[config.mk]
export PLATFORM = sky130hd
export DESIGN_NAME = rx_mac_top
export DESIGN_NICKNAME = d
export VERILOG_FILES = /design/src/hw/rx_pkg.sv /design/src/hw/rx_stage_reg.sv /design/src/hw/rx_link_fsm.sv /design/src/hw/rx_beat_counter.sv /design/src/hw/rx_delim_detect.sv /design/src/hw/rx_byte_count.sv /design/src/hw/rx_mac_top.sv
export VERILOG_INCLUDE_DIRS = /design/src /design/src/hw
export SDC_FILE = /design/constraint.sdc
export NUM_CORES = 1
export LEC_CHECK = 0
export ABC_AREA = 1
export BUFFER_PORTS_ARGS = -buffer_cell sky130_fd_sc_hd__buf_2
export CAP_MARGIN = 10
export CORE_AREA = 2 2 243 245
export DETAILED_ROUTE_END_ITERATION = 6
export DIE_AREA = 0 0 245 247
export GPL_TIMING_DRIVEN = 0
export PLACE_DENSITY = 0.61
export SYNTH_ARGS = -nofsm -noshare
export SYNTH_HDL_FRONTEND = slang
export SYNTH_SLANG_ARGS = --single-unit
[constraint.sdc]
create_clock -name clk -period 6.9 [get_ports clk]
set_input_delay 0.69 -clock clk [delete_from_list [all_inputs] [get_ports clk]]
set_output_delay 0.69 -clock clk [all_outputs]
set_load 0.05 [all_outputs]
[src/hw/rx_macros.svh]
// widths, control characters and link timing for the rx mac, included by the package and RTL
`ifndef RX_MACROS_SVH
`define RX_MACROS_SVH

// bus geometry
`define RX_LANES        32  // byte lanes per word
`define RX_DATA_W       256
`define RX_START_LANES  8   // a start may only sit on every fourth byte

// control characters, valid only with the lane's ctrl bit set
`define RX_CHAR_START   8'hfb
`define RX_CHAR_TERM    8'hfd
`define RX_CHAR_SEQ     8'h9c  // fault ordered set
`define RX_CHAR_IDLE    8'h07

// fault-free cycles spent in recovery before the link is declared good
`define RX_LINK_WAIT    8

`endif

[src/hw/rx_pkg.sv]
// shared bus, event, speed and byte-count types for the rx mac, imported by the RTL and testbench
`default_nettype none
`include "rx_macros.svh"

package rx_pkg;

	// one word from the PCS, ctrl bit n flags byte lane n as a control character
	typedef struct packed {
		logic [`RX_DATA_W-1:0] data;
		logic [`RX_LANES-1:0]  ctrl;
	} rx_word_t;

	// hold time per word is 4 clocks at 25G, 2 at 40G and 50G
	typedef enum logic [1:0] {
		SPEED_25G = 2'd0,
		SPEED_40G = 2'd1,
		SPEED_50G = 2'd2
	} rx_speed_t;

	// delimiter events of one cycle, aligned with the delayed word
	typedef struct packed {
		logic       sof;
		logic [2:0] sof_lane;  // start position, byte 4*sof_lane
		logic       eof;
		logic [4:0] eof_lane;  // byte lane of the terminate
		logic       in_frame;
	} rx_evt_t;

	// byte-count word as written to the count FIFO
	typedef struct packed {
		logic [7:0]  sof_mark;   // one-hot start position
		logic        same_word;  // start and terminate in one word
		logic [6:0]  rsvd;
		logic [15:0] bytes;
	} rx_bcnt_t;

endpackage

`default_nettype wire

[src/hw/rx_stage_reg.sv]
// register with load enable and reset value, typed by parameter for bus words and count words
`default_nettype none

module rx_stage_reg #(
	parameter type      payload_t = logic [31:0],
	parameter payload_t RESET_VAL = '0
) (
	input  wire      clk,
	input  wire      reset_,
	input  wire      load,
	input  wire      payload_t d,
	output payload_t q
);

	// holds its value until the next load
	always_ff @(posedge clk) begin
		if (!reset_) begin
			q <= RESET_VAL;
		end else if (load) begin
			q <= d;
		end
	end

endmodule

`default_nettype wire

[src/hw/rx_link_fsm.sv]
// link monitor, watches init_done and fault ordered sets on the delayed word and drives linkup
`default_nettype none
`include "rx_macros.svh"

module rx_link_fsm (
	input  wire              clk,
	input  wire              reset_,
	input  wire              init_done,
	input  wire rx_pkg::rx_word_t rx_dly,
	output logic             linkup
);

	localparam int CNT_W = $clog2(`RX_LINK_WAIT + 1);

	typedef enum logic [2:0] {
		LINK_FAIL = 3'b001,
		LINK_RCVR = 3'b010,
		LINK_GOOD = 3'b100
	} link_state_t;

	link_state_t                state;
	logic [CNT_W-1:0]           wait_cnt;
	logic [`RX_START_LANES-1:0] seq_found;
	logic                       fault;
	logic                       fault_q;

	// ordered sets only start on the four-byte positions
	always_comb begin
		for (int k = 0; k < `RX_START_LANES; k++)
			seq_found[k] = rx_dly.ctrl[4*k] && (rx_dly.data[32*k +: 8] == `RX_CHAR_SEQ);
	end

	assign fault = !init_done || (|seq_found);

	always_ff @(posedge clk) begin
		if (!reset_) begin
			fault_q  <= 1'b1;
			state    <= LINK_FAIL;
			wait_cnt <= CNT_W'(`RX_LINK_WAIT);
		end else begin
			fault_q <= fault;
			case (state)
				LINK_FAIL: begin
					wait_cnt <= CNT_W'(`RX_LINK_WAIT);  // rearm for the next recovery
					if (!fault_q)
						state <= LINK_RCVR;
				end
				LINK_RCVR: begin
					if (fault_q)
						state <= LINK_FAIL;
					else if (wait_cnt == '0)
						state <= LINK_GOOD;
					else
						wait_cnt <= wait_cnt - 1'b1;
				end
				LINK_GOOD: begin
					if (fault_q)
						state <= LINK_FAIL;
				end
				default: state <= LINK_FAIL;
			endcase
		end
	end

	assign linkup = (state == LINK_GOOD);  // decoded straight from the state flops

endmodule

`default_nettype wire

[src/hw/rx_beat_counter.sv]
// beat counter for the held bus words, aligns on frame start and makes the one-per-word write strobe
`default_nettype none

module rx_beat_counter (
	input  wire               clk,
	input  wire               reset_,
	input  wire rx_pkg::rx_speed_t speed,
	input  wire rx_pkg::rx_evt_t   evt,
	output logic              beat_first,
	output logic              word_we
);
	import rx_pkg::*;

	logic [1:0] count;  // beat of the word currently at rx_in
	logic [1:0] beat;
	logic [1:0] last;

	assign last = (speed == SPEED_25G) ? 2'd3 : 2'd1;

	// sof surfaces one cycle late, so the start word is on its second
	// input beat by then; the count restarts from that word's beat zero
	assign beat = evt.sof ? 2'd1 : count;
	assign beat_first = (beat == 2'd0);

	always_ff @(posedge clk) begin
		if (!reset_) begin
			count   <= 2'd0;
			word_we <= 1'b0;
		end else begin
			count <= (beat == last) ? 2'd0 : beat + 2'd1;
			// input beat 1 is beat 0 of the delayed word
			word_we <= (beat == 2'd1) && (evt.in_frame || evt.eof);
		end
	end

endmodule

`default_nettype wire

[src/hw/rx_delim_detect.sv]
// start and terminate finder on the raw input word, registers the events next to the delayed word
`default_nettype none
`include "rx_macros.svh"

module rx_delim_detect (
	input  wire              clk,
	input  wire              reset_,
	input  wire rx_pkg::rx_word_t rx_in,
	input  wire              beat_first,
	output rx_pkg::rx_evt_t  evt
);

	logic [`RX_START_LANES-1:0] start_found;
	logic [`RX_LANES-1:0]       term_found;
	logic                       start_any;
	logic [2:0]                 start_pos;
	logic                       term_any;
	logic [4:0]                 term_lane;
	logic                       in_frame;
	logic                       closed;  // frame ended, its word still on the bus
	logic                       sof_hit;
	logic                       eof_hit;
	logic                       sof_q;
	logic                       eof_q;
	logic [2:0]                 sof_lane_q;
	logic [4:0]                 eof_lane_q;

	always_comb begin
		for (int k = 0; k < `RX_START_LANES; k++)
			start_found[k] = rx_in.ctrl[4*k] && (rx_in.data[32*k +: 8] == `RX_CHAR_START);
		for (int l = 0; l < `RX_LANES; l++)
			term_found[l] = rx_in.ctrl[l] && (rx_in.data[8*l +: 8] == `RX_CHAR_TERM);
	end

	// lowest start position wins
	always_comb begin
		start_any = 1'b0;
		start_pos = 3'd0;
		for (int k = `RX_START_LANES - 1; k >= 0; k--) begin
			if (start_found[k]) begin
				start_any = 1'b1;
				start_pos = 3'(k);
			end
		end
	end

	// lowest terminate lane, and in a start word only lanes past the start
	always_comb begin
		term_any  = 1'b0;
		term_lane = 5'd0;
		for (int l = `RX_LANES - 1; l >= 0; l--) begin
			if (term_found[l] && (in_frame || l > 4 * start_pos)) begin
				term_any  = 1'b1;
				term_lane = 5'(l);
			end
		end
	end

	// a closed word may hold its start again on the later beats, so
	// wait for the next word before looking for a new frame
	assign sof_hit = start_any && !in_frame && (!closed || beat_first);
	assign eof_hit = term_any && ((in_frame && beat_first) || sof_hit);

	always_ff @(posedge clk) begin
		if (!reset_) begin
			in_frame <= 1'b0;
			closed   <= 1'b0;
			sof_q    <= 1'b0;
			eof_q    <= 1'b0;
		end else begin
			if (eof_hit)
				in_frame <= 1'b0;
			else if (sof_hit)
				in_frame <= 1'b1;
			closed <= eof_hit || (closed && !beat_first);
			sof_q  <= sof_hit;
			eof_q  <= eof_hit;
		end
	end

	// lane numbers only matter next to their strobe
	always_ff @(posedge clk) begin
		sof_lane_q <= start_pos;
		eof_lane_q <= term_lane;
	end

	assign evt = '{
		sof:      sof_q,
		sof_lane: sof_lane_q,
		eof:      eof_q,
		eof_lane: eof_lane_q,
		in_frame: in_frame
	};

endmodule

`default_nettype wire

[src/hw/rx_byte_count.sv]
// per-frame byte accumulator, builds the count word with start marker and same-word flag
`default_nettype none
`include "rx_macros.svh"

module rx_byte_count (
	input  wire              clk,
	input  wire              reset_,
	input  wire rx_pkg::rx_evt_t evt,
	input  wire              word_we,
	output rx_pkg::rx_bcnt_t bcnt_next,
	output logic             done
);

	logic [15:0]                acc;
	logic [15:0]                start_off;   // byte offset of the start character
	logic [15:0]                term_bytes;  // bytes through the terminate lane
	logic [`RX_START_LANES-1:0] sof_mark;
	logic                       same_word;
	logic                       skip_we;     // strobe of a start or terminate word

	assign start_off  = 16'({evt.sof_lane, 2'b00});
	assign term_bytes = 16'(evt.eof_lane) + 16'd1;

	// the strobe for a word trails its event by one cycle, so the start
	// and terminate words must not be counted a second time
	always_ff @(posedge clk) begin
		if (!reset_) begin
			done    <= 1'b0;
			skip_we <= 1'b0;
		end else begin
			done    <= evt.eof;
			skip_we <= evt.sof || evt.eof;
		end
	end

	always_ff @(posedge clk) begin
		if (evt.sof && evt.eof)
			acc <= term_bytes - start_off;  // whole frame inside one word
		else if (evt.sof)
			acc <= 16'(`RX_LANES) - start_off;
		else if (evt.eof)
			acc <= acc + term_bytes;
		else if (word_we && !skip_we)
			acc <= acc + 16'(`RX_LANES);  // full middle word
	end

	always_ff @(posedge clk) begin
		if (evt.sof) begin
			sof_mark  <= `RX_START_LANES'(1) << evt.sof_lane;
			same_word <= evt.eof;
		end
	end

	assign bcnt_next = '{
		sof_mark:  sof_mark,
		same_word: same_word,
		rsvd:      7'd0,
		bytes:     acc
	};

endmodule

`default_nettype wire

[src/hw/rx_mac_top.sv]
// rx mac top level, connects input/output stages, delimiter, beat, byte-count and link blocks
`default_nettype none
`include "rx_macros.svh"

module rx_mac_top (
	input  wire                clk,
	input  wire                reset_,
	input  wire rx_pkg::rx_speed_t speed,       // static while running
	input  wire                init_done,
	input  wire rx_pkg::rx_word_t  rx_in,
	output rx_pkg::rx_word_t   rx_out,
	output logic               x_we,
	output logic               x_bcnt_we,
	output rx_pkg::rx_bcnt_t   x_byte_cnt,
	output logic               linkup
);
	import rx_pkg::*;

	localparam rx_word_t IDLE_WORD = '{
		data: {`RX_LANES{`RX_CHAR_IDLE}},
		ctrl: {`RX_LANES{1'b1}}
	};

	rx_word_t rx_dly;     // input word one cycle late, lines up with evt
	rx_evt_t  evt;
	logic     beat_first;
	logic     word_we;
	logic     done;
	rx_bcnt_t bcnt_next;

	rx_stage_reg #(.payload_t(rx_word_t), .RESET_VAL(IDLE_WORD)) i_in_reg (
		.clk    (clk),
		.reset_ (reset_),
		.load   (1'b1),
		.d      (rx_in),
		.q      (rx_dly)
	);

	rx_delim_detect i_delim (
		.clk        (clk),
		.reset_     (reset_),
		.rx_in      (rx_in),
		.beat_first (beat_first),
		.evt        (evt)
	);

	rx_beat_counter i_beat (
		.clk        (clk),
		.reset_     (reset_),
		.speed      (speed),
		.evt        (evt),
		.beat_first (beat_first),
		.word_we    (word_we)
	);

	rx_stage_reg #(.payload_t(rx_word_t), .RESET_VAL(IDLE_WORD)) i_out_reg (
		.clk    (clk),
		.reset_ (reset_),
		.load   (word_we),
		.d      (rx_dly),
		.q      (rx_out)
	);

	rx_byte_count i_bcnt (
		.clk       (clk),
		.reset_    (reset_),
		.evt       (evt),
		.word_we   (word_we),
		.bcnt_next (bcnt_next),
		.done      (done)
	);

	rx_stage_reg #(.payload_t(rx_bcnt_t), .RESET_VAL('0)) i_bcnt_reg (
		.clk    (clk),
		.reset_ (reset_),
		.load   (done),
		.d      (bcnt_next),
		.q      (x_byte_cnt)
	);

	rx_link_fsm i_link (
		.clk       (clk),
		.reset_    (reset_),
		.init_done (init_done),
		.rx_dly    (rx_dly),
		.linkup    (linkup)
	);

	// strobes follow their stage registers by one cycle
	always_ff @(posedge clk) begin
		if (!reset_) begin
			x_we      <= 1'b0;
			x_bcnt_we <= 1'b0;
		end else begin
			x_we      <= word_we;
			x_bcnt_we <= done;
		end
	end

endmodule

`default_nettype wire

==> impl_results.md <==
* Data required time at the worst endpoint at 7.19 ns
* Setup repair after global routing missed its margin: no
* TritonCTS buffer count at 70
* Final critical path time including I/O delays and setup at 4.235 ns
* Number of top-level pins at 616
* Combined area of all synthesized cells at 22930 sq um
* Number of max-cap violations at 0
* Status: finished clean
* Number of buffers added on ports at 607
* Std-Cell Core Area at 58240 sq um
* Antenna Violating Nets Remaining at 0
* Critical Path Sink Type: register
* Overall routing resource usage at 27.01%
* Post-Syn Area per Cell at 8.064 sq um
* Final-report setup violation count at 0
* Startpoint Class: register
* Global-route wire length before repair at 121.1 mm
* Number of warnings printed during yosys synthesis at 0
* RD Place Congestion at 0.8864
* Synthesis-stage register bit count at 653
* Final Hold Violating Endpoints at 0
* Via density per instance at 4.732
* Library cells used by synthesis at 47
* Nets at 3846
* Share of final-layout standard cells stronger than drive strength 1 at 22.85%
* Non-Filler Instances at 4365
* Dpl hpwl at 64.31 mm
* Clock insertion delay at the later pin of the skew report at 0.59 ns
* Max transition margin at 18.07%
* Final clock period utilization by the worst path at 61.38%
* Quantity of hold-fixing buffers added after cts at 0
* Clock tree from TritonCTS: yes
* Clock-pin slew reported for the worst setup and hold paths after clock tree synthesis at 0.06 ns
* Power density over the cells at 279.1 nW/um^2
* Starting utilization of the core area at 39.38%
* Setup bufs post-CTS at 0
* Height of the chip at 247 um
* Number of cells upsized or downsized after cts at 0
* Via count of the routed design at 20660
* WL per Instance at 19.17 um
* Main synth FF type: sky130_fd_sc_hd__dfxtp_1
* Sinks on the clock net at 653
* Remaining DRCs at 0
* Deepest clock path buffer count at 3
* Total placed cells including tap cells at 4232
* Pin count of the biggest net entering global routing at 14
* Sum Neg Setup Slack at 0 ns
* H-tree level count at 3
* Worst Path Max Fanout at 10
* Total wire length after detailed routing at 83.67 mm
* Post-synthesis cell count at 2844
* Fin. max-slew vios at 0
* Area of all sequential standard cells at 13320 sq um
* Initial DRC count at 1170
* Row count at 89
* Count of flip-flops with a built-in enable after synthesis at 25
* Area grow syn2layout at 27.63%
* Post-synthesis sequential area ratio at 58.09%
* Skew final at 0.01880 ns
* Critical path class: register to register
* X dimension of the die at 245 um
* Slew at the pin closest to its max-slew limit at 1.229 ns
* Leak Pwr at 15.51 nW
* Number of filler instances in the final layout at 5762
* Pre-Repair DR Iteration Count at 5
* Die Footprint at 60520 sq um
* Path class of the lowest-slack min-delay path: input port to register
* Signal arrival time at the worst endpoint at 4.53 ns
* Fmax at 236.1 MHz
* Overflow left after global routing at 0
* Antenna violations before repair at 15
* Worst VDD drop at 0.1771 mV
* Ys async rst share at 0%
* Combined area of the multi-input logic cells at 7802 sq um
* Number of global-route vias before repair at 19550
* Cell at the root of the clock tree: sky130_fd_sc_hd__clkbuf_16
* Final Total Pwr at 8.169 mW
-- sequential cells by signal, indices dropped and copies added (netlist names) --
name / count
i_in_reg.q: 288
i_out_reg.q: 288
i_bcnt_reg.q: 25
i_bcnt.acc: 16
i_bcnt.sof_mark: 8
i_delim.eof_lane_q: 5
i_link.wait_cnt: 4
i_delim.sof_lane_q: 3
i_link.state: 3
i_beat.count: 2
i_bcnt.done: 1
i_bcnt.same_word: 1
i_bcnt.skip_we: 1
i_beat.word_we: 1
i_delim.closed: 1
i_delim.eof_q: 1
i_delim.in_frame: 1
i_delim.sof_q: 1
i_link.fault_q: 1
x_bcnt_we: 1
x_we: 1
-- Yosys cell counts (3+ instances only) --
cell type	n	area share [%]
sky130_fd_sc_hd__nand4_1	36	0.98
sky130_fd_sc_hd__clkbuf_1	134	2.2
sky130_fd_sc_hd__xor2_1	4	0.15
sky130_fd_sc_hd__nand2_2	5	0.14
sky130_fd_sc_hd__o211ai_1	11	0.36
sky130_fd_sc_hd__nand3_2	3	0.13
sky130_fd_sc_hd__nor4_1	24	0.65
sky130_fd_sc_hd__nor2_2	8	0.22
sky130_fd_sc_hd__clkinv_1	3	0.049
sky130_fd_sc_hd__o31ai_1	5	0.16
sky130_fd_sc_hd__nor2_1	389	6.4
sky130_fd_sc_hd__edfxtp_1	25	3.3
sky130_fd_sc_hd__a21oi_1	46	1.0
sky130_fd_sc_hd__buf_4	7	0.23
sky130_fd_sc_hd__a31oi_1	5	0.14
sky130_fd_sc_hd__nor3_1	29	0.63
sky130_fd_sc_hd__o21ai_0	217	4.7
sky130_fd_sc_hd__inv_1	329	5.4
sky130_fd_sc_hd__dfxtp_1	628	55
sky130_fd_sc_hd__o22ai_1	3	0.082
sky130_fd_sc_hd__nand3_1	153	3.3
sky130_fd_sc_hd__inv_2	3	0.049
sky130_fd_sc_hd__nand2_1	654	11
sky130_fd_sc_hd__or2_2	74	2.0
sky130_fd_sc_hd__ha_1	20	1.1
sky130_fd_sc_hd__buf_1	5	0.082
-- worst paths after layout --
kind,start,cells past startpoint,slack [ns],end
min reg2reg,i_in_reg.q[112],2,0.43,i_out_reg.q[112]
max reg2reg,i_beat.word_we,7,2.67,i_bcnt.acc[15]
max,i_beat.word_we,7,2.67,i_bcnt.acc[15]
min,rx_in[233],3,0.28,i_in_reg.q[233]
-- per-stage QoR --
stage	util, %	setup WS, ns	hold slack, ns	instance area (sq um)
floorplan	-	3.804	0.4199	22960
detailed placement	46.33	2.497	0.4257	26980
finish	50.26	2.665	0.2815	29270
CTS	50.23	2.535	0.2474	29250
global placement	46.30	1.627	0.4201	26960
global route	50.26	2.435	0.2766	29270
-- cell usage in the layout (no fill, tap or decap), drive strengths merged, types with 8 or more instances in the layout --
cell / count
clkinv: 11
nand2: 661
o211ai: 11
nor4: 24
clkbuf: 244
nand3: 157
or2: 74
nor2: 398
nand4: 36
buf: 621
nor3: 29
edfxtp: 25
ha: 20
dfxtp: 628
o21ai: 217
diode: 8
inv: 335
a21oi: 47
-- where the power goes --
| part | total [mW] | switching [mW] | internal (mW) |
|---|---|---|---|
| Clock | 3.72 | 1.54 | 2.18 |
| Sequential | 3.95 | 0.0415 | 3.91 |
| Combinational | 0.501 | 0.330 | 0.170 |
| Total | 8.17 | 1.92 | 6.25 |
-- per-layer routing --
metal / vias up / GRT usage, % / wire [um]
li1: 10250 / - / -
met1: 9570 / 32.91 / 34140
met2: 670 / 45.84 / 40050
met3: 152 / 7.348 / 6893
met4: 12 / 9.541 / 2519
met5: - / 0 / 80
-- final cells by class --
class                      instances  area share (%)
antenna                            8         0.06839
buffer                           146           1.962
clock buffer                     110           7.185
clock inverter                    15          0.5599
inverter                         335           4.296
multi-input combinational       1716           26.66
sequential                       653           45.51
tap                              773           3.304
timing repair buffer             609           10.46
-- worst max-delay path, cell delays in order (launching register included) --
cell and delay (ns):
sky130_fd_sc_hd__dfxtp_1 0.60, sky130_fd_sc_hd__clkbuf_1 0.94, sky130_fd_sc_hd__clkbuf_1 0.62, sky130_fd_sc_hd__clkinv_1 0.29, sky130_fd_sc_hd__clkbuf_1 0.47, sky130_fd_sc_hd__clkbuf_1 0.45, sky130_fd_sc_hd__o21ai_1 0.30, sky130_fd_sc_hd__buf_4 0.24
-- cells by family (layout without fill, tap and decap cells) --
family | Yosys count | in the layout | synth area share (%)
AOI/OAI and AO/OA | 296 | 296 | 6.803
xor gates and xnor gates | 5 | 5 | 0.1909
adders and majority gates | 22 | 22 | 1.266
buffers and inverters | 481 | 1215 | 7.987
DFF | 653 | 653 | 58.09
other | 1 | 15 | 0.01635
and+or+nand+nor | 1386 | 1386 | 25.65
Power figures use the tool's default switching activity.
